===== src/hw/divPkg.sv =====
package divPkg;

	// ####################
	// Opcodes
	// ####################

	// Low bit selects the remainder, high bit selects signed operation
	typedef enum logic [1:0]
	{
		DivU = 2'b00,
		RemU = 2'b01,
		Div  = 2'b10,
		Rem  = 2'b11
	} divOpE;

	// ####################
	// Pipeline control
	// ####################

	// Travels with one division from the operand stage to the result stage
	typedef struct packed
	{
		divOpE op;
		logic  negQuot; // Quotient magnitude must be negated
		logic  negRem;  // Remainder magnitude must be negated
		logic  divZero; // Divisor was zero
	} divCtrlS;

endpackage


===== src/hw/divOperandStage.sv =====
`timescale 1ns/1ps

module divOperandStage
#(
	parameter int Width = 8
)
(
	input  logic                 Clock,
	input  logic                 Resetn,
	input  logic                 ReqValid,
	input  divPkg::divOpE        ReqOp,
	input  logic [Width-1:0]     Dividend,
	input  logic [Width-1:0]     Divisor,
	input  logic                 CoreBusy,
	output logic                 Start,
	output logic [Width-1:0]     MagA,
	output logic [Width-1:0]     MagB,
	output divPkg::divCtrlS      Ctrl,
	output logic                 Pending
);

	logic accept;
	logic signedOp;
	logic signA;
	logic signB;
	logic divZero;
	logic startQ;

	// A request is taken only when nothing is in flight
	assign accept = ReqValid && !startQ && !CoreBusy;

	assign signedOp = (ReqOp == divPkg::Div) || (ReqOp == divPkg::Rem);
	assign signA    = signedOp && Dividend[Width-1];
	assign signB    = signedOp && Divisor[Width-1];
	assign divZero  = (Divisor == '0);

	// ####################
	// Strobe
	// ####################

	always_ff @(posedge Clock or negedge Resetn)
	begin
		if (!Resetn)
			startQ <= 1'b0;
		else
			startQ <= accept; // One cycle after acceptance
	end

	assign Start   = startQ;
	assign Pending = startQ; // Covers the gap before the core raises its own Busy

	// ####################
	// Operands
	// ####################

	always_ff @(posedge Clock)
	begin
		if (accept)
		begin
			MagA         <= signA ? -Dividend : Dividend;
			MagB         <= signB ? -Divisor : Divisor;
			Ctrl.op      <= ReqOp;
			Ctrl.negQuot <= (signA ^ signB) && !divZero;
			Ctrl.negRem  <= signA;
			Ctrl.divZero <= divZero;
		end
	end

	// The core must have returned to idle whenever a new division starts
	startWhileCoreBusy: assert property (
		@(posedge Clock) disable iff (!Resetn)
		Start |-> !CoreBusy
	);

endmodule


===== src/hw/divCore.sv =====
`timescale 1ns/1ps

module divCore
#(
	parameter int Width = 8
)
(
	input  logic                 Clock,
	input  logic                 Resetn,
	input  logic                 Start,
	input  logic [Width-1:0]     MagA,
	input  logic [Width-1:0]     MagB,
	input  divPkg::divCtrlS      CtrlIn,
	output logic                 Busy,
	output logic                 Done,
	output logic [Width-1:0]     Quotient,
	output logic [Width-1:0]     Remainder,
	output divPkg::divCtrlS      CtrlOut
);

	localparam int CountW = (Width > 2) ? $clog2(Width) : 1;

	typedef enum logic [1:0]
	{
		Idle,
		Run,
		Finish
	} stateE;

	stateE             state;
	stateE             stateNext;
	logic [CountW-1:0] countQ;
	logic              lastStep;
	logic              doneDly;

	logic [Width-1:0]  quotQ;
	logic [Width-1:0]  remQ;
	logic [Width-1:0]  divisorQ;
	divPkg::divCtrlS   ctrlQ;

	logic [Width:0]    shifted;
	logic [Width+1:0]  diff;
	logic              carry;

	// ####################
	// Control
	// ####################

	assign lastStep = (countQ == '0);

	always_comb
	begin
		stateNext = state;
		case (state)
			Idle:
				if (Start)
					stateNext = Run;
			Run:
				if (lastStep)
					stateNext = Finish;
			Finish:
				stateNext = Idle;
			default:
				stateNext = Idle;
		endcase
	end

	always_ff @(posedge Clock or negedge Resetn)
	begin
		if (!Resetn)
		begin
			state   <= Idle;
			countQ  <= '0;
			doneDly <= 1'b0;
		end
		else
		begin
			state   <= stateNext;
			doneDly <= Done;
			if (state == Idle && Start)
				countQ <= CountW'(Width - 1);
			else if (state == Run && !lastStep)
				countQ <= countQ - 1'b1;
		end
	end

	assign Done = (state == Finish);

	// Busy stays up through the cycle in which the result stage presents its word
	assign Busy = (state != Idle) || doneDly;

	// ####################
	// Datapath
	// ####################

	// Next dividend bit enters the partial remainder from the quotient register
	assign shifted = {remQ, quotQ[Width-1]};
	assign diff    = {1'b0, shifted} + {1'b0, ~{1'b0, divisorQ}} + 1'b1;
	assign carry   = diff[Width+1]; // Set when the divisor fits

	always_ff @(posedge Clock)
	begin
		if (state == Idle && Start)
		begin
			quotQ    <= MagA;
			remQ     <= '0;
			divisorQ <= MagB;
			ctrlQ    <= CtrlIn;
		end
		else if (state == Run)
		begin
			quotQ <= {quotQ[Width-2:0], carry};
			remQ  <= carry ? diff[Width-1:0] : shifted[Width-1:0];
		end
	end

	assign Quotient  = quotQ;
	assign Remainder = remQ;
	assign CtrlOut   = ctrlQ;

	startWhileBusy: assert property (
		@(posedge Clock) disable iff (!Resetn)
		Start |-> !Busy
	);

	// One load cycle and Width iterations, then Done for a single cycle
	doneTiming: assert property (
		@(posedge Clock) disable iff (!Resetn)
		Start |-> ##(Width + 1) Done ##1 !Done
	);

endmodule


===== src/hw/divResultStage.sv =====
`timescale 1ns/1ps

module divResultStage
#(
	parameter int Width = 8
)
(
	input  logic                 Clock,
	input  logic                 Resetn,
	input  logic                 Done,
	input  logic [Width-1:0]     Quotient,
	input  logic [Width-1:0]     Remainder,
	input  divPkg::divCtrlS      Ctrl,
	output logic                 ResultValid,
	output logic [Width-1:0]     Result
);

	logic [Width-1:0] word;

	// ####################
	// Word selection
	// ####################

	always_comb
	begin
		case (Ctrl.op)
			divPkg::DivU:
				word = Ctrl.divZero ? '1 : Quotient;
			divPkg::RemU:
				word = Remainder;
			divPkg::Div:
				if (Ctrl.divZero)
					word = '1; // Quotient of a zero divisor is all ones
				else
					word = Ctrl.negQuot ? -Quotient : Quotient;
			divPkg::Rem:
				// Sign restore alone returns the dividend on a zero divisor
				word = Ctrl.negRem ? -Remainder : Remainder;
			default:
				word = Quotient;
		endcase
	end

	always_ff @(posedge Clock or negedge Resetn)
	begin
		if (!Resetn)
			ResultValid <= 1'b0;
		else
			ResultValid <= Done;
	end

	always_ff @(posedge Clock)
	begin
		if (Done)
			Result <= word;
	end

endmodule


===== src/hw/divUnit.sv =====
`timescale 1ns/1ps

module divUnit
#(
	parameter int Width = 8
)
(
	input  logic                 Clock,
	input  logic                 Resetn,
	input  logic                 ReqValid,
	input  divPkg::divOpE        ReqOp,
	input  logic [Width-1:0]     Dividend,
	input  logic [Width-1:0]     Divisor,
	output logic                 Busy,
	output logic                 ResultValid,
	output logic [Width-1:0]     Result
);

	logic             start;
	logic             pending;
	logic             coreBusy;
	logic             done;
	logic [Width-1:0] magA;
	logic [Width-1:0] magB;
	logic [Width-1:0] quotient;
	logic [Width-1:0] remainder;
	divPkg::divCtrlS  ctrlOperand;
	divPkg::divCtrlS  ctrlCore;

	divOperandStage #(.Width(Width)) operandStage
	(
		.Clock    (Clock),
		.Resetn   (Resetn),
		.ReqValid (ReqValid),
		.ReqOp    (ReqOp),
		.Dividend (Dividend),
		.Divisor  (Divisor),
		.CoreBusy (coreBusy),
		.Start    (start),
		.MagA     (magA),
		.MagB     (magB),
		.Ctrl     (ctrlOperand),
		.Pending  (pending)
	);

	divCore #(.Width(Width)) core
	(
		.Clock     (Clock),
		.Resetn    (Resetn),
		.Start     (start),
		.MagA      (magA),
		.MagB      (magB),
		.CtrlIn    (ctrlOperand),
		.Busy      (coreBusy),
		.Done      (done),
		.Quotient  (quotient),
		.Remainder (remainder),
		.CtrlOut   (ctrlCore)
	);

	divResultStage #(.Width(Width)) resultStage
	(
		.Clock       (Clock),
		.Resetn      (Resetn),
		.Done        (done),
		.Quotient    (quotient),
		.Remainder   (remainder),
		.Ctrl        (ctrlCore),
		.ResultValid (ResultValid),
		.Result      (Result)
	);

	assign Busy = pending || coreBusy; // High from acceptance through ResultValid

endmodule


===== config.mk =====
export PLATFORM = sky130hd
export DESIGN_NAME = divUnit
export DESIGN_NICKNAME = d
export VERILOG_FILES = /design/src/hw/divPkg.sv /design/src/hw/divOperandStage.sv /design/src/hw/divCore.sv /design/src/hw/divResultStage.sv /design/src/hw/divUnit.sv
export SDC_FILE = /design/constraint.sdc
export NUM_CORES = 1
export LEC_CHECK = 0
export BUFFER_PORTS_ARGS = -buffer_cell sky130_fd_sc_hd__buf_2
export CORE_UTILIZATION = 59
export DETAILED_ROUTE_END_ITERATION = 7
export PLACE_DENSITY_LB_ADDON = 0.1
export REMOVE_ABC_BUFFERS = 1
export SLEW_MARGIN = 20
export SYNTH_ARGS = -nofsm -noshare
export SYNTH_HDL_FRONTEND = slang
export SYNTH_HIERARCHICAL = 1
export SYNTH_SLANG_ARGS = --single-unit

===== constraint.sdc =====
create_clock -name Clock -period 3.82 [get_ports Clock]
set_input_delay 0.382 -clock Clock [delete_from_list [all_inputs] [get_ports Clock]]
set_output_delay 0.382 -clock Clock [all_outputs]
set_load 0.01 [all_outputs]

After elaboration in Yosys (flattened, before gate mapping). Index checks and enable logic that the tools add are counted.

$add $sub $neg: 7. Mux-type cells: 15. Equal/unequal tests: 9. Reductions and logical operators: 22. Bitwise logic cells: 2.

Operators by type and width (count): $mux 8 (9); $neg 8->8 (4); $pmux 8 s4 (1); $add 10x1->10 const B (1); $add 9x9->10 (1); $eq 2x2->1 const B (5); $not 8->9 (1); $logic_not 8->1 (1); $logic_and 1x1->1 (7); $mux 3 (2); $reduce_bool 2->1 (3); $eq 2x1->1 const B (2); $logic_not 1->1 (4); $logic_not 2->1 (2); $mux 2 (2); $pmux 2 s2 (1); $logic_not 3->1 (1); $logic_or 1x1->1 (3); $sub 3x1->3 const B (1); $ne 2x1->1 const B (1); $ne 2x2->1 const B (1); $reduce_and 2->1 (1); $xor 1x1->1 (1).

Register bits: 65.

Logic depth before layout (Yosys ltp).
Depth in word-level cells: 5. Depth in mapped cells: 9. Mapped depth without buffers: 8.

Hierarchy. Netlist, hierarchy kept.

Modules (own cells, without submodules): divCore (instances 1, seq. area each 940.9 um2, cells each 170, area an instance 1788.0 um2); divOperandStage (instances 1, seq. area each 655.6 um2, cells each 75, area an instance 993.5 um2); divResultStage (instances 1, seq. area each 265.3 um2, cells each 65, area an instance 624.3 um2); divUnit (instances 1, seq. area each 0.0 um2, cells each 1, area an instance 6.3 um2).

Worst setup path before layout. Ideal clock, no wire load.

Path kind: reg2reg. From: reg core.state[1]. To: reg operandStage/Ctrl[0] in the netlist's numbering (enable). Cell stages (with the launch flop): 3. Path slack: 0.977 ns. Setup time: 0.432 ns. Required time: 3.388 ns. Arrival: 2.411 ns. Buffers on the path: 0. Period minus slack after synthesis: 2.843 ns. Path through: dfrtp_1 or3_1 nor3b_1.

Longest elaborated chain between the ends: 4.

Ends and longest elaborated chain: start, declared (line divCore.sv:30) `stateE state;`; start signal, assigned (line divCore.sv:72) `state <= Idle;`; start signal, assigned (line divCore.sv:78) `state <= stateNext;`; $reduce_bool 2->1 (line divCore.sv:90) `assign Busy = (state != Idle) || doneDly;`; $logic_or 1x1->1 (line divCore.sv:90); net coreBusy (line divUnit.sv:21) `logic coreBusy;`; $logic_not 1->1 (line divOperandStage.sv:30) `assign accept = ReqValid && !startQ && !CoreBusy;`; $logic_and 1x1->1 (line divOperandStage.sv:30); net operandStage.accept (line divOperandStage.sv:22) `logic accept;`; end, declared (line divOperandStage.sv:18) `output divPkg::divCtrlS Ctrl,`.

The timed path passes the listed nets, and every way through them passes these cells. A chain may end at the register's enable or synchronous reset.

Final worst setup path.
From: reg core.remQ[4] (netlist: core/Remainder[4]). To: reg core.remQ[3] (netlist: core/Remainder[3]).

Longest elaborated chain between the ends: 3.

Ends and longest elaborated chain: start, declared (line divCore.sv:37) `logic [Width-1:0] remQ;`; start signal, assigned (line divCore.sv:113) `remQ <= carry ? diff[Width-1:0] : shifted[Width-1:0];`; $add 9x9->10 (line divCore.sv:98) `assign diff = {1'b0, shifted} + {1'b0, ~{1'b0, divisorQ}} + 1'b1;`; $add 10x1->10 (line divCore.sv:98); $mux 8 (line divCore.sv:113).

No other way between the ends.

==> out/results.ini <==
[critical_path]
rr_startpoint = core/Remainder[4]
reg2regPathDepth = 6
start_kind = register
slowest_stage = ha_1
slowest_delay_ns = 0.46
crit_fanout = 8
critPathArrivalTime_ns = 2.44
r2r_slack_ns = 1.61
crit_chain = ha_1, nand4_2, a2111oi_4, or2_1, mux2i_1, o21ai_1
cp.required_ns = 4.05
worstReg2RegEnd = core/Remainder[3]
path_class = register to register
cp-end-kind = register

[timing]
fin_worst_skew_ns = 0.00435
setup_viol = 0
post-route-period-util_pct = 57.8
slew_viol_final = 0
layout_setup_ws_ns = 1.61
rsz0062_at_grt = false
final.min_clock_period_ns = 2.21
hold_ws_ns = 0.209
max_slew.worst_pin.slew_ns = 0.760
finalSetupTns_ns = 0
slew_headroom_pct = 49.2
max_freq_ghz = 0.453
finalHoldViolCount = 0

[worst_hold_path]
hold_path_startpoint = ReqOp[0]
holdCritPathClass = primary input to register
min_to = operandStage/Ctrl[3]
whs_path_depth = 1

[cells_and_area]
num_antenna_cells = 0
nets = 385
area_growth_pct = 13.6
drive_above_1_share_pct = 17.2
final_cell_mix = edfxtp_1 (50), nand2_1 (37), buf_2 (30)
layout_commonest_cell = edfxtp_1
fin_area_mm2 = 0.00388

[placement]
dp_hpwl_um = 4360
dpl_cell_area_mm2 = 0.00363
pre_cts_ws_ns = 1.69
place.gp.congestion = 0.863
port_buffers = 30

[route]
via_per_inst = 5.62
drcViolationCount = 0
antenna_left = 0
drt-total-wl_um = 6370
drt-pass1-iter-count = 6
drt_iter0_drc = 210
vias = 2392
wire_per_inst_um = 15.0

[power]
p_per_area_mw_per_mm2 = 830
peakVddDrop_v = 0.000441
leakagePower_uw = 0.00160

[die]
core-area_mm2 = 0.00554
initial_core_util_pct = 61.6
die_area_mm2 = 0.00609
die_w_um = 78.0
rows = 27
fp.dieH_um = 78.0
ios = 31

[yosys]
synth_edf_count = 50
synth_fa_ha_area_share_pct = 5.72
synth_xor_area_share_pct = 6.42
yosysWarnings = 6
muxShareOfSynthArea_pct = 2.09
yosys.area.top_type = edfxtp_1
ys_seq_area_share_pct = 54.6
synthTopCellsByArea = edfxtp_1 (44%), dfrtp_1 (5.9%), ha_1 (5.1%)
synthArstFlopShare_pct = 12.1
synth_seq_cells = 66
syn_inst = 311
synthSimpleGateAreaFrac_pct = 15.2
synth_area_mm2 = 0.00341
synth_compound_area_share_pct = 11.8
synth_top_area_share_pct = 44.0
synth_top_family_by_area = simple AND/OR/NAND/NOR gates
yosysUniqueCellTypes = 52
ys.flop_type = edfxtp_1
postSynthAreaPerCell_um2 = 11.0

[grt]
grt_max_degree = 23
grt_pass1_wl_um = 10600
antenna_found_initial = 0
gr-total-overflow = 0
grt.total_usage_pct = 23.5
grt_pass1_vias = 2241

[clocking]
clockRootBuffer = clkbuf_8
cts.htree.levels = 3
clk_pin_slew_worst_paths_ns = 0.07
clock_path_buffers = 2
post_cts_resized = 0
numCtsBuffers = 9
tritoncts = built
clock_latency_ns = 0.34
clock-sinks = 66

[flow_run]
maxCapViolations = 0

[run_status]
status = complete, no violations

-- report_power, final --
group	switching [uW]	internal, uW	total (uW)	leakage (uW)
Combinational	755	504	1260	0.000851
Sequential	185	1070	1260	0.000635
Clock	271	432	703	0.000113
-- final cells by class --
type	instances	area (um^2)
fill	415	1660
multi-input combinational	213	1410
clock inverter	7	118
inverter	26	97.6
sequential	66	1860
tap	72	90.1
timing repair buffer	33	175
clock buffer	9	124
-- layer usage --
metal	vias up	global-route usage, %	wire length (um)
li1	1190	-	-
met1	1098	28.0	2720
met2	87	37.9	3120
met3	17	5.93	323
met4	0	15.0	204
met5	-	0	0
-- through the flow --
step / instances / power, uW / util [%]
after CTS: 426 / 3230 / 70.0
after detailed placement: 409 / 2490 / 65.4
final: 426 / 3220 / 70.0
after global routing: 426 / 3440 / 70.0
after floorplan: 305 / 2170 / -
after global placement: 409 / 2440 / 65.4
-- how the worst max path moves through the flow --
stage                                 start                    to  cells after the start
after floorplan               core/state[1]  operandStage/Ctrl[0]                      2
after global placement    core/Remainder[4]     core/Remainder[4]                      6
after detailed placement  core/Remainder[4]     core/Remainder[5]                      6
after CTS                 core/Remainder[4]     core/Remainder[3]                      6
after global routing      core/Remainder[4]     core/Remainder[4]                      6
final                     core/Remainder[4]     core/Remainder[3]                      6
-- flip-flops by register name (all words and copies together), names as in the netlist --
register and flops:
core/CtrlOut 5, core/state 2, operandStage/Pending 1, core/divisorQ 8, core/Quotient 8, operandStage/Ctrl 5
core/countQ 3, operandStage/MagB 8, core/Remainder 8, resultStage/Result 8, resultStage/ResultValid 1, core/doneDly 1
operandStage/MagA 8
-- cell families (layout without fill, tap and decap cells) --
logic type      count (synthesis)  after routing
simple gates                  108            108
xor+xnor                       25             25
compound gates                 58             58
fa+ha+maj                      15             15
mux                             7              7
buf+inv                        32             75
flops                          66             66
-- worst max-delay path: cells and delay by family (launching register included) --
| family | cells | cell delay [ns] |
|---|---|---|
| DFF | 1 | 0.38 |
| muxes | 1 | 0.26 |
| AOI/OAI and AO/OA | 2 | 0.41 |
| adders and majority gates | 1 | 0.46 |
| and+or+nand+nor | 2 | 0.58 |
-- what timing repair did --
action / in CTS / in global routing
setup endpoints to repair: 0 / 0
endpoints found under the hold margin: 8 / 0
hold buffers: 1 / 0
setup buffers: 0 / 0
-- Yosys cell counts (all sizes together) (2+ instances only) --
cell	instances
a21oi	18
inv	25
nor2	24
edfxtp	50
nand3	9
or2	2
o211ai	4
nor3b	3
xnor2	13
nor3	12
dfxtp	8
o21bai	2
buf	6
a21boi	2
a31oi	3
nand2	39
a31o	2
nor4	4
mux2i	6
o21ai	11
xor2	12
nand3b	2
a22oi	5
a32oi	3
ha	14
nand2b	4
dfrtp	8
a22o	2
or3	4
No activity file was read; power rests on OpenSTA's default activity.
